<file path="config.mk">
export PLATFORM = sky130hd
export DESIGN_NAME = host_regs
export DESIGN_NICKNAME = d
export VERILOG_FILES = /design/src/hw/imager_pkg.sv /design/src/hw/host_regs.sv
export SDC_FILE = /design/constraint.sdc
export NUM_CORES = 1
export LEC_CHECK = 0
export BUFFER_PORTS_ARGS = -buffer_cell sky130_fd_sc_hd__buf_4
export CAP_MARGIN = 20
export CORE_UTILIZATION = 34
export CTS_CLUSTER_DIAMETER = 50
export DETAILED_ROUTE_END_ITERATION = 10
export PLACE_DENSITY = 0.76
export SETUP_SLACK_MARGIN = 0.3
export SYNTH_ARGS = -nofsm -noshare
export SYNTH_HDL_FRONTEND = slang
export SYNTH_SLANG_ARGS = --single-unit
</file>
<file path="constraint.sdc">
create_clock -name clk -period 1.35 [get_ports clk]
set_input_delay 0.405 -clock clk [delete_from_list [all_inputs] [get_ports clk]]
set_output_delay 0.405 -clock clk [all_outputs]
set_load 0.02 [all_outputs]
</file>
<file path="src/hw/imager_pkg.sv">
`default_nettype none

package imager_pkg;

   localparam int PIXEL_WIDTH = 10;
   localparam int WORD_WIDTH = 16;
   localparam int MAX_COLS = 256;
   localparam int COL_WIDTH = 12;
   localparam int COL_ADDR_WIDTH = $clog2(MAX_COLS);
   localparam int FIFO_DEPTH = 64;
   localparam int FIFO_ADDR_WIDTH = $clog2(FIFO_DEPTH);

   localparam int REG_ADDR_WIDTH = 4;
   localparam int REG_DATA_WIDTH = 16;

   localparam logic [REG_ADDR_WIDTH-1:0] REG_CTRL = 4'h0;
   localparam logic [REG_ADDR_WIDTH-1:0] REG_SIZE = 4'h1;
   localparam logic [REG_ADDR_WIDTH-1:0] REG_ROWS = 4'h2;
   localparam logic [REG_ADDR_WIDTH-1:0] REG_FRAMES = 4'h3;
   localparam logic [REG_ADDR_WIDTH-1:0] REG_STATUS = 4'h4;

   typedef enum logic [1:0] {
      DTYPE_FRAME_START = 2'd0,
      DTYPE_PIXEL       = 2'd1,
      DTYPE_LINE_END    = 2'd2,
      DTYPE_FRAME_END   = 2'd3
   } dtype_e;

   typedef struct packed {
      logic [WORD_WIDTH-PIXEL_WIDTH-1:0] pad;
      logic [PIXEL_WIDTH-1:0]            value;
   } pixel_view_t;

   // Count is the frame number in frame headers and the column count in line ends.
   typedef struct packed {
      logic [COL_WIDTH-1:0]            count;
      logic [WORD_WIDTH-COL_WIDTH-1:0] flags;
   } header_view_t;

   typedef union packed {
      pixel_view_t  pix;
      header_view_t hdr;
   } stream_word_u;

endpackage

`default_nettype wire

</file>
<file path="src/hw/host_regs.sv">
`timescale 1ns/1ps
`default_nettype none

module host_regs (
   input  wire logic                                clk,
   input  wire logic                                rst,
   input  wire logic                                reg_valid,
   input  wire logic                                reg_write,
   input  wire logic [imager_pkg::REG_ADDR_WIDTH-1:0] reg_addr,
   input  wire logic [imager_pkg::REG_DATA_WIDTH-1:0] reg_wdata,
   input  wire logic [imager_pkg::COL_WIDTH-1:0]    num_cols,
   input  wire logic [imager_pkg::COL_WIDTH-1:0]    num_rows,
   input  wire logic [imager_pkg::COL_WIDTH-1:0]    frame_count,
   input  wire logic                                overflow,
   output logic                                     reg_ready,
   output logic [imager_pkg::REG_DATA_WIDTH-1:0]    reg_rdata,
   output logic                                     reg_rvalid,
   output logic                                     enable,
   output logic                                     mirror
);

   import imager_pkg::*;

   logic                      accept;
   logic                      wr_acc;
   logic                      rd_acc;
   logic                      ovf_sticky;
   logic [REG_DATA_WIDTH-1:0] rd_mux;

   // Every request is taken in the cycle it is presented.
   assign reg_ready = 1'b1;
   assign accept    = reg_valid && reg_ready;
   assign wr_acc    = accept && reg_write;
   assign rd_acc    = accept && !reg_write;

   always_comb begin
      rd_mux = '0;
      case (reg_addr)
         REG_CTRL: begin
            rd_mux[1:0] = {mirror, enable};
         end
         REG_SIZE: begin
            rd_mux[COL_WIDTH-1:0] = num_cols;
         end
         REG_ROWS: begin
            rd_mux[COL_WIDTH-1:0] = num_rows;
         end
         REG_FRAMES: begin
            rd_mux[COL_WIDTH-1:0] = frame_count;
         end
         REG_STATUS: begin
            rd_mux[0] = ovf_sticky;
         end
         default: begin
            rd_mux = '0;
         end
      endcase
   end

   always_ff @(posedge clk) begin
      if (rst) begin
         enable     <= 1'b0;
         mirror     <= 1'b0;
         ovf_sticky <= 1'b0;
         reg_rvalid <= 1'b0;
      end else begin
         reg_rvalid <= rd_acc;
         if (wr_acc && (reg_addr == REG_CTRL)) begin
            enable <= reg_wdata[0];
            mirror <= reg_wdata[1];
         end
         // A new overflow wins over a clear in the same cycle.
         if (overflow) begin
            ovf_sticky <= 1'b1;
         end else if (wr_acc && (reg_addr == REG_STATUS) && reg_wdata[0]) begin
            ovf_sticky <= 1'b0;
         end
      end
   end

   always_ff @(posedge clk) begin
      if (rd_acc) begin
         reg_rdata <= rd_mux;
      end
   end

endmodule

`default_nettype wire

</file>
-- Yosys cells after proc, flatten, opt, wreduce, memory -nomap -nowiden
Index checks and enable logic that the tools add are counted.
- register bits: 16
- output and inout bits: 20
- logic and storage cells: 22
- input port bits: 61
- reductions and logical operators: 8
- mux-type cells: 5
- equality and inequality tests: 4
- operator list (kind ; count):
    10-bit one-hot mux with 3 select lines ; 1
    4-bit by 2-bit equality test with 1-bit output, second input constant ; 2
    1-bit logical AND ; 5
    1-bit one-hot mux with 5 select lines ; 1
    4-bit by 1-bit equality test with 1-bit output, second input constant ; 1
    4-bit by 3-bit equality test with 1-bit output, second input constant ; 1
    4-bit logical NOT ; 1
    1-bit one-hot mux with 4 select lines ; 1
    1-bit 2-to-1 mux ; 2
    2-bit nonzero test ; 1
    1-bit logical NOT ; 1

-- Logic depth before layout (Yosys ltp)
- word-level depth: 5
- mapped depth: 5
- depth with buffers taken out: 3

-- Least setup slack after synthesis
OpenSTA, ideal clock, no wires.
- kind: input-to-reg
- start point: in reg_addr[1] (netlist name)
- end point: reg reg_rdata[10] (netlist name), data pin
- buffers on the path: 2
- path slack: -0.090 ns
- cell stages on the path: 5
- library setup time: 0.266 ns
- data required time: 1.084 ns
- arrival: 1.174 ns
- path through: buf_4 -> buf_6 -> mux2_2 -> a22oi_1 -> nor2_1
- word-level cells in the longest chain between the ends: 2
- RTL lines (item ; line ; text):
    start: declaration ; host_regs.sv:9 ; input wire logic [imager_pkg::REG_ADDR_WIDTH-1:0] reg_addr,
    4-bit by 2-bit equality test with 1-bit output / 4-bit by 1-bit equality test with 1-bit output (equally long branches) ; host_regs.sv:38 ; case (reg_addr)
    10-bit one-hot mux with 3 select lines (*) ; host_regs.sv:38 ;
    net rd_mux[10] ; host_regs.sv:28 ; logic [REG_DATA_WIDTH-1:0] rd_mux;
    end signal: assignment ; host_regs.sv:83 ; reg_rdata <= rd_mux;
    end: declaration ; host_regs.sv:16 ; output logic [imager_pkg::REG_DATA_WIDTH-1:0] reg_rdata,
Mark *: on every way through the listed nets, which the timed path passes. The rest lies on a longest branch.
A chain may end at the register's enable or synchronous reset.

-- Worst setup path in the final report
- start point: reg reg_rdata[2] (netlist name)
- end point: out reg_rdata[2] (netlist name)
No word-level cell between the ends.

==> impl_metrics.tcl <==
set metrics [dict create \
    grt_max_degree 14 \
    remaining_drc_errors 0 \
    setup_viol 0 \
    dr_total_vias 924 \
    yosys.area_share.xor_xnor_pct 0 \
    start_util_pct 36.90 \
    r2r_start "mirror" \
    synth-edff-count 12 \
    met1_usage_pct 21.10 \
    p_per_area_nw_per_um2 722.3 \
    async_reset_ff_share_pct 0 \
    min_path_type "in -> reg" \
    crit_path_start_kind "register" \
    clock_sinks 16 \
    dpl.cell_count 176 \
    syn_inst 82 \
    grt_usage_pct 19.16 \
    synth_top_cell_by_area "edfxtp_1" \
    routedWlPerCell_um 14.67 \
    synthSimpleGateAreaFrac_pct 15.46 \
    routabilityCongestion 0.7777 \
    final_cell_count_no_fill 184 \
    arrival_ns 0.85 \
    synth_top_family_by_area "multiplexers" \
    period_share_pct 93.07 \
    setup-tns-final_ns 0 \
    crit_path_cell_trace "buf_6" \
    critPathCapture "reg_rdata[2]" \
    diodes 0 \
    drive_gt1_share_pct 70.78 \
    cp_num_cells 1 \
    muxShareOfSynthArea_pct 18.82 \
    die_w_um 54.33 \
    nFillCells 175 \
    row_count 18 \
    path_clk_slew_ns 0.10 \
    nNetsFinal 216 \
    critPathMaxStageDelay_ns 0.41 \
    synth-adder-area-share_pct 0 \
    die_h_um 54.33 \
    p_leak_nw 0.7497 \
    numCtsBuffers 3 \
    cts_tree "done" \
    yosysSeqAreaShare_pct 47.31 \
    met2_usage_pct 34.55 \
    yosysWarnings 0 \
    dieArea_um2 2951 \
    required_ns 0.95 \
    hold_slack_ns 0.3131 \
    clk_latency_ns 0.29 \
    totalPowerFinal_w 0.001247 \
    drtIter0Drc 29 \
    clockBufferDepth 2 \
    numPortBuffers 61 \
    rsz0062_at_grt "true" \
    yosysTopAreaCellShare_pct 38.71 \
    cap_violations 0 \
    grt_pass1_vias 905 \
    cpLargestDelayFamily "flip-flops" \
    synthFlopType "edfxtp_1" \
    layout-area-overhead-vs-synth_pct 85.48 \
    status "completed" \
    peakVddDrop_mv 0.4986 \
    grt_overflow 0 \
    multi_input_area_um2 551.8 \
    synth_area_leaders "edfxtp_1, mux2_2, dfxtp_1" \
    synth-seq-cells 16 \
    grt_antenna_before_repair 0 \
    rr_endpoint "reg_rdata[1]" \
    synth_common_cells "edfxtp_1, nor2_1, a22oi_1, mux2_2, buf_4" \
    hold_viol_final 0 \
    slew_violations 0 \
    r2r.worst_path.cells 2 \
    slowest_stage "edfxtp_1" \
    vias_per_cell 5.022 \
    ioPinCount 81 \
    cts_root_buf "clkbuf_4" \
    r2r_slack_ns 0.17 \
    period_needed_ns 1.256 \
    dr.pass1.iters 4 \
    synth_cell_types 23 \
    postRouteAntennaNets 0 \
    synth_most_common_cell "edfxtp_1" \
    wl_mm 2.700 \
    worst-path-buf-inv 1 \
    syn-cell-area_um2 930.9 \
    max_clock_freq_ghz 0.7959 \
    core_um2 2522 \
    place.detailed.hpwl_mm 1.953 \
    use_met3_pct 3.333 \
    startpoint "reg_rdata[2]" \
    syn_area_per_cell_um2 11.35 \
    skew_ns 0.01166 \
    grt_pass1_wl_mm 3.953 \
    cp_max_fo 1 \
    end_kind "output pin" \
    grt-busiest-layer "met2" \
    synth-compound-area-share_pct 10.08 \
    ff_latch_area_um2 444.2 \
    htreeDepth 1 \
    critical_path_class "reg -> out" \
]
==> final cells by class <==
class | count | area share, %
tap | 30 | 2.174
clock buffer | 4 | 1.522
sequential | 16 | 25.72
timing repair buffer | 75 | 38.62
multi-input combinational | 59 | 31.96
==> routing by layer <==
| metal | vias up | routed length, um |
|---|---|---|
| met5 | - | 0 |
| met4 | 0 | 34 |
| met3 | 4 | 153 |
| met2 | 46 | 1517 |
| met1 | 441 | 995 |
| li1 | 433 | - |
==> worst min path at each step <==
stage                             to  cells after the start        from
after floorplan           ovf_sticky                      2  ovf_sticky
after global placement        mirror                      2      mirror
after detailed placement      enable                      2      enable
after CTS                 reg_rvalid                      2         rst
after global routing      reg_rvalid                      2         rst
final                     reg_rvalid                      2         rst
==> metrics by stage <==
| step | worst slack [ns] | utilization (%) | cell area, um^2 |
|---|---|---|---|
| 5_1_grt | 0.06349 | 68.45 | 1727 |
| 6_report | 0.09353 | 68.45 | 1727 |
| 3_5_place_dp | -0.2998 | 58.23 | 1469 |
| 4_1_cts | 0.09573 | 66.82 | 1685 |
| 2_1_floorplan | -0.04159 | - | 969.7 |
| 3_3_place_gp | -0.2343 | 58.23 | 1469 |
==> state kept, by name (all words and copies together), names as in the netlist <==
name	cells
reg_rdata	12
enable	1
mirror	1
ovf_sticky	1
reg_rvalid	1
==> power breakdown <==
| group | internal, W | leakage, nW | total (W) | switching [W] |
|---|---|---|---|---|
| registers | 0.000557 | 0.135 | 0.000570 | 0.0000127 |
| clock network | 0.000115 | 0.0150 | 0.000266 | 0.000151 |
| logic | 0.000245 | 0.600 | 0.000412 | 0.000167 |
| total | 0.000917 | 0.750 | 0.00125 | 0.000330 |
==> cell families after synthesis <==
logic type	count (synthesis)
buf+inv	10
flops	16
other cells	2
mux	15
simple gates	26
compound gates	13
==> repair_timing <==
item / 4_1_cts / 5_1_grt
setup endpoints to repair: 30 / 29
setup buffers: 3 / 1
pin swaps: 6 / 5
gates resized for setup: 43 / 8
hold buffers: 0 / 0
==> placed cells by master (no fill, tap or decap), drive strengths merged <==
master / instances
mux2i: 4
clkbuf: 4
a211o: 1
nor2b: 4
mux4: 1
nand2b: 4
o21ai: 1
buf: 75
a21oi: 1
nand2: 2
edfxtp: 12
nor2: 11
nor3: 1
conb: 5
nor4: 2
dfxtp: 4
or3: 1
mux2: 10
or2: 1
a22oi: 10
Note: power is estimated with default switching activity, not from simulation.
