**src/hw/imager_pkg.sv**
```systemverilog
`default_nettype none

package imager_pkg;

   localparam int PIXEL_WIDTH = 10;
   localparam int WORD_WIDTH = 16;
   localparam int MAX_COLS = 256;
   localparam int COL_WIDTH = 12;
   localparam int COL_ADDR_WIDTH = $clog2(MAX_COLS);
   localparam int FIFO_DEPTH = 64;
   localparam int FIFO_ADDR_WIDTH = $clog2(FIFO_DEPTH);

   localparam int REG_ADDR_WIDTH = 4;
   localparam int REG_DATA_WIDTH = 16;

   localparam logic [REG_ADDR_WIDTH-1:0] REG_CTRL = 4'h0;
   localparam logic [REG_ADDR_WIDTH-1:0] REG_SIZE = 4'h1;
   localparam logic [REG_ADDR_WIDTH-1:0] REG_ROWS = 4'h2;
   localparam logic [REG_ADDR_WIDTH-1:0] REG_FRAMES = 4'h3;
   localparam logic [REG_ADDR_WIDTH-1:0] REG_STATUS = 4'h4;

   typedef enum logic [1:0] {
      DTYPE_FRAME_START = 2'd0,
      DTYPE_PIXEL       = 2'd1,
      DTYPE_LINE_END    = 2'd2,
      DTYPE_FRAME_END   = 2'd3
   } dtype_e;

   typedef struct packed {
      logic [WORD_WIDTH-PIXEL_WIDTH-1:0] pad;
      logic [PIXEL_WIDTH-1:0]            value;
   } pixel_view_t;

   // Count is the frame number in frame headers and the column count in line ends.
   typedef struct packed {
      logic [COL_WIDTH-1:0]            count;
      logic [WORD_WIDTH-COL_WIDTH-1:0] flags;
   } header_view_t;

   typedef union packed {
      pixel_view_t  pix;
      header_view_t hdr;
   } stream_word_u;

endpackage

`default_nettype wire

```
**src/hw/stream_fifo.sv**
```systemverilog
`timescale 1ns/1ps
`default_nettype none

module stream_fifo (
   input  wire logic                     clk,
   input  wire logic                     rst,
   input  wire logic                     in_valid,
   input  wire imager_pkg::dtype_e       in_dtype,
   input  wire imager_pkg::stream_word_u in_data,
   input  wire logic                     out_ready,
   output logic                          out_valid,
   output imager_pkg::dtype_e            out_dtype,
   output imager_pkg::stream_word_u      out_data,
   output logic                          overflow
);

   import imager_pkg::*;

   stream_word_u word_mem [FIFO_DEPTH];
   dtype_e       type_mem [FIFO_DEPTH];

   // One extra pointer bit tells full from empty.
   logic [FIFO_ADDR_WIDTH:0] wr_ptr;
   logic [FIFO_ADDR_WIDTH:0] rd_ptr;
   logic                     empty;
   logic                     full;
   logic                     push;
   logic                     pop;

   assign empty = (wr_ptr == rd_ptr);
   assign full  = (wr_ptr[FIFO_ADDR_WIDTH] != rd_ptr[FIFO_ADDR_WIDTH]) &&
                  (wr_ptr[FIFO_ADDR_WIDTH-1:0] == rd_ptr[FIFO_ADDR_WIDTH-1:0]);
   assign push  = in_valid && !full;
   assign pop   = !empty && (!out_valid || out_ready);

   always_ff @(posedge clk) begin
      if (rst) begin
         wr_ptr    <= '0;
         rd_ptr    <= '0;
         out_valid <= 1'b0;
         overflow  <= 1'b0;
      end else begin
         overflow <= in_valid && full;
         if (push) begin
            wr_ptr <= wr_ptr + 1'b1;
         end
         if (pop) begin
            rd_ptr    <= rd_ptr + 1'b1;
            out_valid <= 1'b1;
         end else if (out_ready) begin
            out_valid <= 1'b0;
         end
      end
   end

   always_ff @(posedge clk) begin
      if (push) begin
         word_mem[wr_ptr[FIFO_ADDR_WIDTH-1:0]] <= in_data;
         type_mem[wr_ptr[FIFO_ADDR_WIDTH-1:0]] <= in_dtype;
      end
      if (pop) begin
         out_data  <= word_mem[rd_ptr[FIFO_ADDR_WIDTH-1:0]];
         out_dtype <= type_mem[rd_ptr[FIFO_ADDR_WIDTH-1:0]];
      end
   end

endmodule

`default_nettype wire

```
**config.mk**
```make
export PLATFORM = sky130hd
export DESIGN_NAME = stream_fifo
export DESIGN_NICKNAME = d
export VERILOG_FILES = /design/src/hw/imager_pkg.sv /design/src/hw/stream_fifo.sv
export SDC_FILE = /design/constraint.sdc
export NUM_CORES = 1
export LEC_CHECK = 0
export ABC_AREA = 1
export BUFFER_PORTS_ARGS = -buffer_cell sky130_fd_sc_hd__buf_2
export CORE_MARGIN = 2
export CORE_UTILIZATION = 39
export CTS_CLUSTER_DIAMETER = 60
export DETAILED_ROUTE_END_ITERATION = 16
export GPL_TIMING_DRIVEN = 1
export HOLD_SLACK_MARGIN = 0.03
export PLACE_DENSITY = 0.51
export REMOVE_ABC_BUFFERS = 1
export SLEW_MARGIN = 20
export SYNTH_ARGS = -nofsm -noshare
export SYNTH_HDL_FRONTEND = slang
export SYNTH_SLANG_ARGS = --single-unit
```
**constraint.sdc**
```tcl
create_clock -name clk -period 8.3 [get_ports clk]
set_input_delay 0.83 -clock clk [delete_from_list [all_inputs] [get_ports clk]]
set_output_delay 0.83 -clock clk [all_outputs]
set_load 0.005 [all_outputs]
```
-- After elaboration in Yosys (flattened, before gate mapping)
Memories as Yosys holds them, arrays and structs flattened. A register that Yosys moved wholly into a read port is not among the register bits.
Cells that the tools add are included.
- bits in registers: 16
- bits in writable memories: 1152
- bits of input ports: 22
- output and inout port bits: 20
- word-level logic and storage cells: 24
- memories: 2
- memory list (name ; words ; width ; rd ports ; clocked after memory_dff ; write ports ; line ; text):
    word_mem ; 64 ; 16 ; 1 ; 1 ; 1 ; stream_fifo.sv:19 ; stream_word_u word_mem [FIFO_DEPTH];
    type_mem ; 64 ; 2 ; 1 ; 1 ; 1 ; stream_fifo.sv:20 ; dtype_e type_mem [FIFO_DEPTH];
- add/subtract/negate cells: 2
- equal/unequal tests: 3
- mux-type cells: 4
- reduce and logical (&&, ||, !) cells: 9
- operators by type and width (cell ; count):
    7-bit by 1-bit adder with 7-bit output (second input constant) ; 2
    7-bit == test ; 1
    6-bit == test ; 1
    1-bit logical AND ; 4
    1-bit 2-to-1 mux ; 4
    1-bit zero test ; 3
    2-bit nonzero test ; 1
    1-bit logical OR ; 1
    1-bit inequality test ; 1

-- Longest topological paths before layout
- word-level depth: 6
- mapped depth: 16

-- Worst setup path after synthesis
No wires, ideal clock.
- path kind: input port to flip-flop
- from: input in_valid
- to: memory type_mem[7][0] (netlist name), enable pin
- setup time: 0.416 ns
- arrival: 2.482 ns
- data required time: 7.884 ns
- slack: 5.402 ns
- stages: 3
- path through: clkbuf_1 > nand2_2 > nor3_1
- cells in the longest elaborated chain, start to end: 3
- ends and longest elaborated chain (element ; line ; text):
    start: declaration ; stream_fifo.sv:7 ; input wire logic in_valid,
    1-bit logical AND ; stream_fifo.sv:33 ; assign push = in_valid && !full;
    1-bit 2-to-1 mux ; stream_fifo.sv:57 ; if (push) begin
    1-bit 2-to-1 mux (implied by the code) ; stream_fifo.sv:59 ; type_mem[wr_ptr[FIFO_ADDR_WIDTH-1:0]] <= in_dtype;
    end: declaration ; stream_fifo.sv:20 ;
Every way passes these cells.

-- Worst setup path in the final report
- from: register rd_ptr[0]
- to: memory word_mem[30][12] (netlist name), enable pin
- cells in the longest elaborated chain, start to end: 6
- ends and longest elaborated chain (element ; line ; text):
    start: declaration ; stream_fifo.sv:24 ; logic [FIFO_ADDR_WIDTH:0] rd_ptr;
    start signal: assignment ; stream_fifo.sv:48 ; rd_ptr <= rd_ptr + 1'b1;
    6-bit == test ; stream_fifo.sv:32 ; (wr_ptr[FIFO_ADDR_WIDTH-1:0] == rd_ptr[FIFO_ADDR_WIDTH-1:0]);
    1-bit logical AND ; stream_fifo.sv:31 ; assign full = (wr_ptr[FIFO_ADDR_WIDTH] != rd_ptr[FIFO_ADDR_WIDTH]) &&
    1-bit zero test ; stream_fifo.sv:33 ;
    1-bit logical AND ; stream_fifo.sv:33 ;
    1-bit 2-to-1 mux ; stream_fifo.sv:57 ;
    1-bit 2-to-1 mux (implied by the code) ; stream_fifo.sv:58 ; word_mem[wr_ptr[FIFO_ADDR_WIDTH-1:0]] <= in_data;
    end: declaration ; stream_fifo.sv:19 ;
Every way passes these cells.

==> run_results.csv <==
group,metric,value,unit
setup_path,crit-reg2reg-launch,"rd_ptr[0]$_SDFFE_PP0P_",
sta,finalHoldViolations,0,
global_routing,use_met1,31.19,%
sta,slew_headroom,26.55,%
clocking,numClockSinks,1186,
drt,drc,0,
clocking,cts_htree_levels,4,
logic_synthesis,async_reset_ff_share,0,%
global_routing,overflow,0,
floorplan,start_util,39.32,%
final_layout,seq_area,0.03547,mm2
floorplan,dieWidth,362.8,um
final_layout,multi_input_area,0.01174,mm2
logic_synthesis,yosysSeqAreaShare,70.62,%
clocking,worstSkewPairLatency,750,ps
logic_synthesis,yosysUniqueCellTypes,29,
setup_path,crit_path_max_incr_delay,1110,ps
logic_synthesis,postSynthAreaPerCell,10.55,um2
setup_path,reg2reg_slack,3730,ps
flow_run,drv_cap,0,
setup_path,ff2ff_path_depth,9,
logic_synthesis,yosysTopAreaCell,"edfxtp_1",
global_routing,grt_pass1_wl,205.8,mm
setup_path,arrival,4920,ps
setup_path,path_cells,"inv_16 -> nand2_1 -> nand2_1 -> nor2_2 -> nand4_2 -> nand2_2 -> inv_2 -> nand3_1 -> nor2_2",
sta,finalCriticalPeriod,4567,ps
global_routing,antenna_found_initial,3,
sta,rsz0062_at_grt,"no",
sta,worst_slew_pin_slew,1101,ps
global_routing,use_met3,3.371,%
clocking,cts_hold_buffers,0,
setup_path,cp-start-kind,"register",
clocking,clock_path_buffers,3,
power,powerDensity,294.4,mW/mm2
worst_hold_path,min_path_type,"input pin to register",
sta,finalSetupViolCount,0,
setup_path,cp-startpoint,"rd_ptr[0]$_SDFFE_PP0P_",
placed_design,dpl-instance-area,0.05224,mm2
drt,viasPerCell,4.985,
setup_path,crit_path_end_kind,"register",
floorplan,placementRows,131,
logic_synthesis,synth_ff_type,"edfxtp_1",
clocking,postCtsSetupBuffers,0,
drt,drt_iter0_markers,3305,
clocking,cts_buffers,137,
placed_design,io_buffers,41,
clocking,cts_tree,"built",
global_routing,grtUsageTotal,21.22,%
drt,detail-route-antenna-nets,0,
drt,via_count,32650,
power,ir_worst_vdd,0.3436,mV
global_routing,met2_usage,32.37,%
global_routing,grt_pass1_vias,30580,
placed_design,gp_routability_congestion,0.8133,
setup_path,crit_required,8650,ps
final_layout,final_common_cell,"nand2_1",
global_routing,busiest_layer,"met2",
final_layout,fillers,11920,
floorplan,boundaryPins,42,
placed_design,place_hpwl,74.13,mm
logic_synthesis,netlist_instances,4759,
final_layout,layout-drive-gt1-share,8.190,%
floorplan,die_y,362.8,um
logic_synthesis,netlist_top_cells_area,"edfxtp_1 70%, nand2_1 11%, nand3_1 5.6%",
logic_synthesis,ys_ff_latch,1186,
setup_path,worstPathMaxFanout,177,
logic_synthesis,ys_warn_count,0,
placed_design,place_ws,3670,ps
logic_synthesis,synth_area,0.05021,mm2
power,p_total,16.64,mW
setup_path,r2r-end,"word_mem[30][12]$_DFFE_PP_",
sta,final.setup.tns,0,ps
clocking,clkTransAtPathRegs,50,ps
sta,drv_slew,0,
final_layout,final_cells,6549,
drt,first_pass_iters,6,
sta,max_freq,0.2189,GHz
final_layout,final_nets,4801,
sta,period_share,55.03,%
clocking,clockRootBuffer,"clkbuf_16",
global_routing,grt_max_degree,193,
drt,post_drt_wl_per_cell,21.45,um
final_layout,area_growth,12.60,%
placed_design,dpl.cell_count,6299,
floorplan,die_area,0.1316,mm2
clocking,cts-resized-gates,0,
final_layout,final_area,0.05653,mm2
sta,skew,22.29,ps
setup_path,crit_slowest_cell,"nor2_2",
setup_path,worstSetupPathType,"register to register",
drt,wl,140.5,mm
power,leakagePower,22.34,nW
setup_path,critical_path.endpoint,"word_mem[30][12]$_DFFE_PP_",
run_status,status,"finished clean",
logic_synthesis,synth_top_cell_area_share,69.98,%
logic_synthesis,synth-edff-count,1170,
floorplan,core_area,0.1277,mm2
sta,layout_setup_ws,3733,ps
final_layout,layout_common_cells,"1512 x nand2_1, 1170 x edfxtp_1, 561 x nand3_1",
report_power, final:
part	internal, mW	switching [mW]	leakage, nW
clock network	3.33	2.41	2.06
logic	1.06	3.01	9.61
registers	6.69	0.145	10.7
worst min-delay path by stage:
| stage | startpoint | endpoint | slack, ps | cells past startpoint |
|---|---|---|---|---|
| finish | in_valid | wr_ptr[6]$_SDFFE_PP0P_ | 440 | 3 |
| global route | in_valid | wr_ptr[6]$_SDFFE_PP0P_ | 430 | 3 |
| CTS | in_valid | wr_ptr[6]$_SDFFE_PP0P_ | 400 | 3 |
| detailed placement | wr_ptr[6]$_SDFFE_PP0P_ | wr_ptr[6]$_SDFFE_PP0P_ | 510 | 2 |
| global placement | rd_ptr[5]$_SDFFE_PP0P_ | rd_ptr[5]$_SDFFE_PP0P_ | 490 | 2 |
| floorplan | rd_ptr[5]$_SDFFE_PP0P_ | rd_ptr[5]$_SDFFE_PP0P_ | 460 | 2 |
routing by layer:
metal | vias to the layer above | part of all wire, % | wire length (um)
li1 | 15640 | - | -
met1 | 15850 | 47 | 65610
met2 | 968 | 45 | 62970
met3 | 189 | 6.1 | 8543
met4 | 2 | 2.4 | 3338
met5 | - | 0.011 | 15
cell type report:
| type | instances | share of cell area [%] |
|---|---|---|
| Multi-Input combinational cell | 2762 | 20.76 |
| Clock inverter | 68 | 0.8898 |
| Clock buffer | 178 | 6.600 |
| Sequential cell | 1186 | 62.74 |
| Timing Repair Buffer | 124 | 1.523 |
| Antenna cell | 3 | 0.01328 |
| Tap cell | 1662 | 3.679 |
| Inverter | 566 | 3.800 |
synth_stat cells (all sizes together) (5+ instances only):
cell type,count
nand2,1520
edfxtp,1170
inv,565
nand3,561
nor2,437
o21ai,168
buf,143
clkbuf,102
a21oi,42
dfxtp,16
or2,14
xor2,6
nor3,5
kinds of logic (layout without fill, tap and decap cells):
| family | after synthesis | count (layout) | share of synthesized area (%) |
|---|---|---|---|
| buffers and inverters | 811 | 936 | 6.472 |
| xor gates and xnor gates | 8 | 8 | 0.1396 |
| adders and majority gates | 2 | 2 | 0.04984 |
| AOI/OAI and AO/OA | 210 | 210 | 2.093 |
| DFF | 1186 | 1186 | 70.62 |
| and+or+nand+nor | 2542 | 2542 | 20.63 |
| other | 0 | 3 | 0 |
registers in the layout, indices dropped and copies added (netlist names):
signal and flops:
out_data 16, out_dtype 2, out_valid 1, overflow 1, rd_ptr 7, type_mem 128
word_mem 1024, wr_ptr 7
metrics by stage:
step                      util [%]  hold slack [ps]
after floorplan                  -            461.1
after global placement       40.89            488.4
after detailed placement     40.91            506.8
after CTS                    44.23            396.7
after global routing         44.27            431.7
final                        44.27            444.4
critical path: cells and delay by family (launching register included):
| family | cells | cell delay [ps] |
|---|---|---|
| flip-flops | 1 | 560 |
| AND/OR/NAND/NOR | 7 | 2560 |
| buffers and inverters | 2 | 850 |
No activity file was read; power rests on OpenSTA's default activity.
