## config.mk

```make
export PLATFORM = sky130hd
export DESIGN_NAME = imager_rx
export DESIGN_NICKNAME = d
export VERILOG_FILES = /design/src/hw/imager_pkg.sv /design/src/hw/imager_rx.sv
export SDC_FILE = /design/constraint.sdc
export NUM_CORES = 1
export LEC_CHECK = 0
export BUFFER_PORTS_ARGS = -buffer_cell sky130_fd_sc_hd__buf_4
export CAP_MARGIN = 10
export CORE_MARGIN = 5
export CORE_UTILIZATION = 35
export CTS_CLUSTER_DIAMETER = 120
export DETAILED_ROUTE_END_ITERATION = 10
export GPL_TIMING_DRIVEN = 0
export PLACE_DENSITY_LB_ADDON = 0.15
export SETUP_SLACK_MARGIN = 0.3
export SLEW_MARGIN = 5
export SYNTH_ARGS = -nofsm -noshare
export SYNTH_HDL_FRONTEND = slang
export SYNTH_SLANG_ARGS = --single-unit
export TNS_END_PERCENT = 50
```

## constraint.sdc

```tcl
create_clock -name clk -period 2.5 [get_ports clk]
set_input_delay 0.25 -clock clk [delete_from_list [all_inputs] [get_ports clk]]
set_output_delay 0.25 -clock clk [all_outputs]
set_load 0.01 [all_outputs]
```

## src/hw/imager_pkg.sv

```systemverilog
`default_nettype none

package imager_pkg;

   localparam int PIXEL_WIDTH = 10;
   localparam int WORD_WIDTH = 16;
   localparam int MAX_COLS = 256;
   localparam int COL_WIDTH = 12;
   localparam int COL_ADDR_WIDTH = $clog2(MAX_COLS);
   localparam int FIFO_DEPTH = 64;
   localparam int FIFO_ADDR_WIDTH = $clog2(FIFO_DEPTH);

   localparam int REG_ADDR_WIDTH = 4;
   localparam int REG_DATA_WIDTH = 16;

   localparam logic [REG_ADDR_WIDTH-1:0] REG_CTRL = 4'h0;
   localparam logic [REG_ADDR_WIDTH-1:0] REG_SIZE = 4'h1;
   localparam logic [REG_ADDR_WIDTH-1:0] REG_ROWS = 4'h2;
   localparam logic [REG_ADDR_WIDTH-1:0] REG_FRAMES = 4'h3;
   localparam logic [REG_ADDR_WIDTH-1:0] REG_STATUS = 4'h4;

   typedef enum logic [1:0] {
      DTYPE_FRAME_START = 2'd0,
      DTYPE_PIXEL       = 2'd1,
      DTYPE_LINE_END    = 2'd2,
      DTYPE_FRAME_END   = 2'd3
   } dtype_e;

   typedef struct packed {
      logic [WORD_WIDTH-PIXEL_WIDTH-1:0] pad;
      logic [PIXEL_WIDTH-1:0]            value;
   } pixel_view_t;

   // Count is the frame number in frame headers and the column count in line ends.
   typedef struct packed {
      logic [COL_WIDTH-1:0]            count;
      logic [WORD_WIDTH-COL_WIDTH-1:0] flags;
   } header_view_t;

   typedef union packed {
      pixel_view_t  pix;
      header_view_t hdr;
   } stream_word_u;

endpackage

`default_nettype wire

```

## src/hw/imager_rx.sv

```systemverilog
`timescale 1ns/1ps
`default_nettype none

module imager_rx (
   input  wire logic                             clk,
   input  wire logic                             rst,
   input  wire logic                             enable,
   input  wire logic                             fv,
   input  wire logic                             lv,
   input  wire logic [imager_pkg::PIXEL_WIDTH-1:0] pixel,
   output logic                                  valid,
   output imager_pkg::dtype_e                    dtype,
   output imager_pkg::stream_word_u              data,
   output logic [imager_pkg::COL_WIDTH-1:0]      num_cols,
   output logic [imager_pkg::COL_WIDTH-1:0]      num_rows,
   output logic [imager_pkg::COL_WIDTH-1:0]      frame_count
);

   import imager_pkg::*;

   logic                 fv_q;
   logic                 lv_q;
   logic                 active;
   logic [COL_WIDTH-1:0] col_cnt;
   logic [COL_WIDTH-1:0] row_cnt;
   logic [COL_WIDTH-1:0] last_cols;
   logic                 fv_rise;
   logic                 fv_fall;
   logic                 lv_fall;
   logic                 pix_ok;

   assign fv_rise = fv && !fv_q;
   assign fv_fall = !fv && fv_q;
   assign lv_fall = !lv && lv_q;
   assign pix_ok  = fv && lv;

   // The enable is only looked at on the rising edge of fv, so a frame is
   // either captured whole or dropped whole.
   always_ff @(posedge clk) begin
      if (rst) begin
         fv_q        <= 1'b0;
         lv_q        <= 1'b0;
         active      <= 1'b0;
         valid       <= 1'b0;
         col_cnt     <= '0;
         row_cnt     <= '0;
         last_cols   <= '0;
         num_cols    <= '0;
         num_rows    <= '0;
         frame_count <= '0;
      end else begin
         fv_q  <= fv;
         lv_q  <= lv;
         valid <= 1'b0;
         if (fv_rise) begin
            active  <= enable;
            valid   <= enable;
            col_cnt <= '0;
            row_cnt <= '0;
         end else if (active) begin
            if (fv_fall) begin
               active      <= 1'b0;
               valid       <= 1'b1;
               num_cols    <= last_cols;
               num_rows    <= row_cnt;
               frame_count <= frame_count + 1'b1;
            end else if (pix_ok) begin
               valid   <= 1'b1;
               col_cnt <= col_cnt + 1'b1;
            end else if (lv_fall) begin
               valid     <= 1'b1;
               last_cols <= col_cnt;
               col_cnt   <= '0;
               row_cnt   <= row_cnt + 1'b1;
            end
         end
      end
   end

   // Word contents follow the same priority as the valid logic above.
   always_ff @(posedge clk) begin
      data <= '0;
      if (fv_rise) begin
         dtype          <= DTYPE_FRAME_START;
         data.hdr.count <= frame_count;
      end else if (fv_fall) begin
         dtype          <= DTYPE_FRAME_END;
         data.hdr.count <= frame_count;
      end else if (pix_ok) begin
         dtype          <= DTYPE_PIXEL;
         data.pix.value <= pixel;
      end else begin
         dtype          <= DTYPE_LINE_END;
         data.hdr.count <= col_cnt;
      end
   end

endmodule

`default_nettype wire

```

# Yosys cells after proc, flatten, opt, wreduce, memory -nomap -nowiden
# Index checks and enable logic that the tools add are counted.
[classes]
addsub = 3
muxes = 16
bitwise_logic = 3
reduce_logical = 14
[op_table]
columns = ["operator", "n"]
rows = [
  ["12-bit 2-to-1 mux", 4],
  ["12-bit by 1-bit adder with 12-bit output (second input constant)", 3],
  ["6-bit 2-to-1 mux", 2],
  ["1-bit 2-to-1 mux", 8],
  ["3-bit AND reduction", 2],
  ["5-bit AND reduction", 1],
  ["1-bit logical AND", 4],
  ["2-bit 2-to-1 mux", 2],
  ["4-bit AND reduction", 1],
  ["1-bit zero test", 3],
  ["1-bit NOT", 3],
  ["3-bit OR reduction", 1],
  ["2-bit nonzero test", 1],
  ["2-bit OR reduction", 1],
]
[totals]
reg_bits = 94
in_bits = 15
out_inout_bits = 55
wordCells = 49

# Logic depth before layout (Yosys ltp)
# Gate-level depths: netlist of the first run.
[depth]
ltp_word = 7
depth_mapped = 7
mapped_depth_nobuf = 5

# Worst setup path after synthesis of the first run
# Ideal clock, no wire load.
[synth_timing]
path_type = "register -> register"
start = "register active"
end = "register row_cnt[11]"
setup_time_ns = 0.071
arrival_time_ns = 1.411
required_time_ns = 2.429
path_slack_ns = 1.018
stages_incl_launch_ff = 7
n_path_buf = 2
period_less_slack_ns = 1.482
path_cell_list = "dfxtp_1 buf_6 and3b_4 buf_6 nand4_2 or4_1 a21oi_1"
[synth_via]
elab_chain_cells = 1
[synth_rtl]
columns = ["item", "line_no", "source"]
rows = [
  ["from (decl)", "imager_rx.sv:23", "logic active;"],
  ["from (signal assigned)", "imager_rx.sv:56", "active <= enable;"],
  ["4-bit AND reduction (no source line)", "--", ""],
  ["to (signal assigned)", "imager_rx.sv:74", "row_cnt <= row_cnt + 1'b1;"],
  ["to (decl)", "imager_rx.sv:25", "logic [COL_WIDTH-1:0] row_cnt;"],
]
# No other way between the ends.
# A chain may end at the register's enable or synchronous reset.

# Final worst setup path of the first run
[layout_timing]
start = "register fv_q"
end = "register data[6] (netlist name)"
[layout_via]
elab_chain_cells = 3
word_cells_on_any_way = 5
classes_between = "mux: 2; reduce/logical: 3"
[layout_rtl]
columns = ["item", "line_no", "source"]
rows = [
  ["from (decl)", "imager_rx.sv:21", "logic fv_q;"],
  ["from (signal assigned)", "imager_rx.sv:52", "fv_q <= fv;"],
  ["1-bit logical AND / 1-bit zero test (equally long branches)", "imager_rx.sv:33, imager_rx.sv:32", ""],
  ["12-bit 2-to-1 mux / 1-bit logical AND (equally long branches)", "imager_rx.sv:86, imager_rx.sv:32", ""],
  ["12-bit 2-to-1 mux *", "imager_rx.sv:83", "if (fv_rise) begin"],
  ["to (decl)", "imager_rx.sv:13", "output imager_pkg::stream_word_u data,"],
]
# Every way passes the cells marked *; elsewhere a longest branch is shown, timed or not.

==> flow_summary_export.csv, run 1 <==
group,metric,value,unit
status,outcome,"finished clean",
timing,worstMarginPinSlew,624,ps
drt,drc,0,
global_routing,use_met2,0.248,
cts,htreeDepth,3,
layout,stdcell_area,4580,sq um
global_routing,antenna_found_initial,0,
synth,synth_edf_count,0,
drt,routed_wl,9.14,mm
place,dp_hpwl,6.75,mm
timing,setup_tns,0,ps
cts,cts_max_path_buffers,2,
global_routing,grt.total_usage,0.151,
cts,cts_root_buffer,"clkbuf_8",
place,portBuffers,67,
synth,yosys.area.top_type,"dfxtp_1",
power_and_ir_drop,power.switching,0.632,mW
cts,clk_pin_slew_worst_paths,100,ps
power_and_ir_drop,power.leakage,1.72,nW
synth,synth-async-reset-ratio,0,
layout,nets,528,
critical_path,crit_type,"flip-flop to flip-flop",
die,rows,37,
global_routing,grt_overflow,0,
synth,yosys_warnings,0,
drt,drtIter0Drc,93,
critical_path,end_kind,"flip-flop",
place,gp_congestion,0.803,
layout,drive_above_1_share,0.200,
power_and_ir_drop,switching_share,0.239,
critical_path,crit_fanout,10,
die,die-height,113,microns
timing,maxSlewViolCount,0,
timing,finalCritPeriodShare,0.709,
cts,clk_latency,370,ps
layout,antennaDiodeCount,0,
synth,synth.yosys.seq_area_share,0.507,
timing,timing.fmax,564,MHz
global_routing,first_global_vias,3195,
synth,netlist_area,3710,sq um
timing,final-setup-viol-count,0,
die,dieWidth,113,microns
timing,fin_skew,9.67,ps
global_routing,grt_busiest_layer,"met2",
job,maxCapViolCount,0,
power_and_ir_drop,pwr-share-comb,0.047,
layout,area_growth,23.5,%
cts,cts_sinks,94,
synth,synth_fp_nets,450,
cts,cts_tree,"built",
global_routing,grt_pass1_wl,15.7,mm
synth,ys_types,46,
critical_path,worstSetupStartpointType,"flip-flop",
cts,numCtsBuffers,9,
die,start_util,0.360,
synth,synthCells,432,
drt,ant_nets,0,
synth,netlist_top_cells_area,"dfxtp_1 (51%), nand2_1 (9.8%), a21oi_1 (7.5%)",
timing,finalHoldViolCount,0,
place,place_area,4390,sq um
die,core_region_area,10300,sq um
global_routing,met3_usage,0.0417,
critical_path,reg2reg_slack,730,ps
synth,synth.top_cells.by_count,"nand2_1 (97), dfxtp_1 (94), a21oi_1 (56)",
power_and_ir_drop,internal-power,2.02,mW
timing,timing.final.crit_period,1770,ps
synth,syn_area_per_cell,8.59,sq um
die,ios,70,
cts,post_cts_buffers,0,
layout,fillers,1054,
drt,vias,3222,
min_path,hold_class,"input port to flip-flop",
drt,avgRoutedWirePerCell,14.0,microns
cts,ctsHoldBuffers,0,
synth,ys.flop_type,"dfxtp_1",
global_routing,use_met1,0.190,
critical_path,cp_data_required_time,2820,ps
drt,avgViaCountPerCell,4.95,
power_and_ir_drop,ir_drop,0.314,mV
power_and_ir_drop,p_per_area,578,nW/um^2
critical_path,crit_arrival,2090,ps
drt,first_pass_iters,6,
synth,synth_top_area_frac,0.507,
layout,multi_input_area,1670,sq um
timing,rsz0062_at_grt,"no",
synth,yosysMostFrequentCell,"nand2_1",
layout,seq_area,1880,sq um
power_and_ir_drop,clkPwrFrac,0.382,
cts,cts.repair.resized,0,
global_routing,grt_max_degree,17,
power_and_ir_drop,seqPwrFrac,0.570,
timing,max-slew-margin-rel,0.580,
synth,synth_seq_cells,94,
die,design.die.area,12800,sq um
==> power groups by stage <==
stage / clock [mW] / combinational, mW / sequential, mW
6_report: 1.01 / 0.125 / 1.51
5_1_grt: 1.11 / 0.140 / 1.51
4_1_cts: 1.04 / 0.127 / 1.51
3_5_place_dp: 0 / 0.126 / 1.55
3_3_place_gp: 0 / 0.125 / 1.55
2_1_floorplan: 0 / 0.0709 / 1.55
==> final timing paths <==
path	start	cells past startpoint	endpoint
setup / recovery	fv_q$_SDFF_PP0_	7	data[6]$_DFF_P_
hold / removal	pixel[2]	2	data[2]$_SDFF_PP0_
setup reg to reg	fv_q$_SDFF_PP0_	7	data[6]$_DFF_P_
hold reg to reg	num_cols[1]$_SDFFE_PP0P_	2	num_cols[1]$_SDFFE_PP0P_
==> cell families after synthesis <==
logic type,Yosys count,share of synthesized area
compound gates,89,0.140
mux,1,0.00303
simple gates,191,0.248
flops,94,0.507
fa+ha+maj,3,0.0101
xor+xnor,21,0.0495
buf+inv,33,0.0425
==> metrics by stage <==
step | cells | setup WS (ps) | utilization | power (mW) | hold slack (ps)
floorplan | 432 | 1020 | - | 1.62 | 372
global placement | 635 | 684 | 0.425 | 1.67 | 447
detailed placement | 635 | 685 | 0.425 | 1.67 | 450
CTS | 651 | 664 | 0.444 | 2.68 | 65.5
global route | 651 | 507 | 0.444 | 2.77 | 62.1
finish | 651 | 728 | 0.444 | 2.65 | 75.6
==> layout make-up <==
class	count	area share
Multi-Input combinational cell	305	0.365
Buffer	27	0.0295
Clock inverter	7	0.0161
Sequential cell	94	0.411
Inverter	6	0.00491
Tap cell	136	0.0371
Timing Repair Buffer	67	0.110
Clock buffer	9	0.0270
==> critical path: stages (launching register included) <==
cell,delay [ps]
dfxtp_1,300
buf_2,170
nand2b_1,100
buf_2,220
a21boi_0,440
buf_2,300
nand2_1,110
nand2_1,80
==> flip-flops by register name (all words and copies together), names as in the netlist <==
| name | cells |
|---|---|
| row_cnt | 12 |
| last_cols | 12 |
| num_rows | 12 |
| fv_q | 1 |
| valid | 1 |
| col_cnt | 12 |
| data | 16 |
| frame_count | 12 |
| dtype | 2 |
| active | 1 |
| num_cols | 12 |
| lv_q | 1 |
==> cells in the final DEF, fill, tap and decap left out, types with 9 or more instances in the layout <==
| master | n |
|---|---|
| nand2_1 | 97 |
| dfxtp_1 | 94 |
| buf_4 | 67 |
| a21oi_1 | 56 |
| nor2_1 | 26 |
| clkbuf_1 | 13 |
| xnor2_1 | 11 |
| xor2_1 | 10 |
| nand3_1 | 10 |
| buf_2 | 9 |
| nand4_1 | 9 |
| o21ai_0 | 9 |
| clkbuf_8 | 9 |
==> metal layers <==
metal / vias to the layer above / share of wire / routed length [microns]
li1: 1622 / - / -
met1: 1513 / 0.46 / 4160
met2: 70 / 0.47 / 4290
met3: 17 / 0.056 / 514
met4: 0 / 0.019 / 172
met5: - / 0 / 0
No activity file was read; power rests on OpenSTA's default activity.
==> run 2: changes to the inputs <==
==> constraint.sdc (replaced) <==
create_clock -name clk -period 1.55 [get_ports clk]
set_input_delay 0.155 -clock clk [delete_from_list [all_inputs] [get_ports clk]]
set_output_delay 0.155 -clock clk [all_outputs]
set_load 0.01 [all_outputs]
==> run 2 against run 1 <==
Compared with the run above:
- non-clock buffer count grew 65
- total power grew 65%
- sequential share of layout area shrank 9.8 points
- via count grew 11%
- largest power group unchanged
- core utilization grew 16 points
- final area grew 35%
- die area is the same
- clock skew shrank 0.82 ps
- critical path depth shrank 1
- register-to-register slack lost 690 ps
- global-route usage grew 0.68 points
==> flow_summary_export.csv, run 2 (same netlist as run 1, synthesis figures left out) <==
group,metric,value,unit
place,portBuffers,67,
die,dieWidth,113,microns
critical_path,worstSetupStartpointType,"flip-flop",
power_and_ir_drop,power,4.37,mW
timing,rsz0062_at_grt,"yes",
timing,maxSlewViolCount,0,
global_routing,use_met2,0.261,
layout,fillers,867,
critical_path,crit_type,"flip-flop to flip-flop",
die,rows,37,
cts,clk_pin_slew_worst_paths,90,ps
drt,avgRoutedWirePerCell,15.7,microns
job,maxCapViolCount,0,
drt,ant_nets,0,
status,outcome,"finished clean",
global_routing,grt.total_usage,0.158,
layout,largest_reg_flops,16,
critical_path,end_kind,"flip-flop",
cts,cts_root_buffer,"clkbuf_8",
min_path,hold_class,"input port to flip-flop",
drt,first_pass_iters,4,
cts,cts_tree,"built",
drt,routed_wl,11.3,mm
die,die-height,113,microns
timing,final-setup-viol-count,0,
global_routing,grt_max_degree,16,
drt,vias,3583,
drt,drc,0,
drt,drtIter0Drc,80,
global_routing,grt_overflow,0,
critical_path,crit_fanout,8,
cts,numCtsBuffers,9,
timing,fin_skew,8.86,ps
min_path,worstHoldStart,"pixel[8]",
layout,antennaDiodeCount,0,
critical_path,r2r-start,"fv_q$_SDFF_PP0_",
timing,max-slew-margin-rel,0.470,
cts,clk_latency,370,ps
place,gp_congestion,0.773,
timing,finalHoldViolCount,0,
power_and_ir_drop,ir_drop,0.382,mV
die,core_region_area,10300,sq um
power_and_ir_drop,power.leakage,2.54,nW
global_routing,met3_usage,0.0380,
layout,layout_common_cells,"buf_4 (101), dfxtp_1 (74), nand2_1 (48)",
power_and_ir_drop,p_per_area,704,nW/um^2
timing,timing.fmax,662,MHz
cts,cts_sinks,94,
timing,finalCritPeriodShare,0.975,
timing,worstMarginPinSlew,795,ps
critical_path,cp_data_required_time,1850,ps
cts,cts_max_path_buffers,2,
die,ios,70,
layout,regMostFlops,"data",
global_routing,grt_pass1_wl,16.3,mm
global_routing,antenna_found_initial,0,
die,start_util,0.360,
timing,timing.final.crit_period,1510,ps
place,dp_hpwl,6.92,mm
die,design.die.area,12800,sq um
layout,layout_commonest_cell,"buf_4",
global_routing,first_global_vias,3319,
critical_path,crit_start,"fv_q$_SDFF_PP0_",
layout,area_growth,67.0,%
timing,hold_ws,9.19,ps
global_routing,use_met1,0.206,
critical_path,crit_arrival,1810,ps
layout,nets,593,
layout,drive_above_1_share,0.566,
drt,avgViaCountPerCell,5.00,
cts,htreeDepth,3,
global_routing,grt_busiest_layer,"met2",
[run 2: changes by cell type in the layout (fill, tap and decap cells not counted), moves of 20 or more]
cell | before | now
nand2_1 | 97 | 48
a21oi_1 | 56 | 9
a21oi_2 | 0 | 47
buf_4 | 67 | 101
nand2_4 | 0 | 29
buf_6 | 3 | 29
dfxtp_1 | 94 | 74
nand2_2 | 0 | 20
[run 2: repair_timing]
| action | 4_1_cts | 5_1_grt |
|---|---|---|
| buffers inserted | 18 | 34 |
| gates resized for setup | 29 | 257 |
| endpoints found under the setup margin | 77 | 83 |
| pin swaps | 10 | 96 |
| cloned | 1 | 3 |
| hold endpoints to repair | 9 | 0 |
| hold buffers | 9 | 0 |
[run 2: final timing paths]
| check | end | slack, ps | depth (start not counted) |
|---|---|---|---|
| min | data[8]$_DFF_P_ | 9 | 3 |
| max | col_cnt[10]$_SDFFE_PP0P_ | 40 | 6 |
| max reg2reg | col_cnt[10]$_SDFFE_PP0P_ | 40 | 6 |
| min reg2reg | num_rows[7]$_SDFFE_PP0P_ | 470 | 2 |
[run 2: routing by layer]
layer	up-vias	part of all wire
li1	1764	-
met1	1737	0.46
met2	70	0.48
met3	12	0.039
met4	0	0.012
met5	-	0
[run 2: critical path, cell delays in order (launching register included)]
cell	delay [ps]
dfxtp_2	330
buf_6	130
o21ba_4	190
buf_6	130
or2_4	230
or3_1	320
a21oi_2	130
[run 2: layout make-up]
cell class,instances,area (sq um),area share
Timing Repair Buffer,132,1120,0.181
Tap cell,136,170,0.0274
Sequential cell,94,1940,0.312
Multi-Input combinational cell,305,2470,0.398
Inverter,6,25.0,0.00404
Clock buffer,11,141,0.0228
Buffer,27,302,0.0486
Clock inverter,5,33.8,0.00545
[run 2: where the power goes]
part / internal (mW) / switching [mW]
combinational: 0.199 / 0.215
sequential: 2.41 / 0.00931
clock: 0.629 / 0.905
[run 2: stage by stage]
step | setup WS, ps | area, sq um | TNS, ps | util | cells
after floorplan | 88.6 | 3800 | 0 | - | 432
after global placement | -179 | 4480 | -776 | 0.434 | 635
after detailed placement | -236 | 4480 | -1420 | 0.434 | 635
after CTS | 39.0 | 4980 | 0 | 0.482 | 679
after global routing | -7.82 | 6200 | -21.7 | 0.601 | 716
final | 39.4 | 6200 | 0 | 0.601 | 716
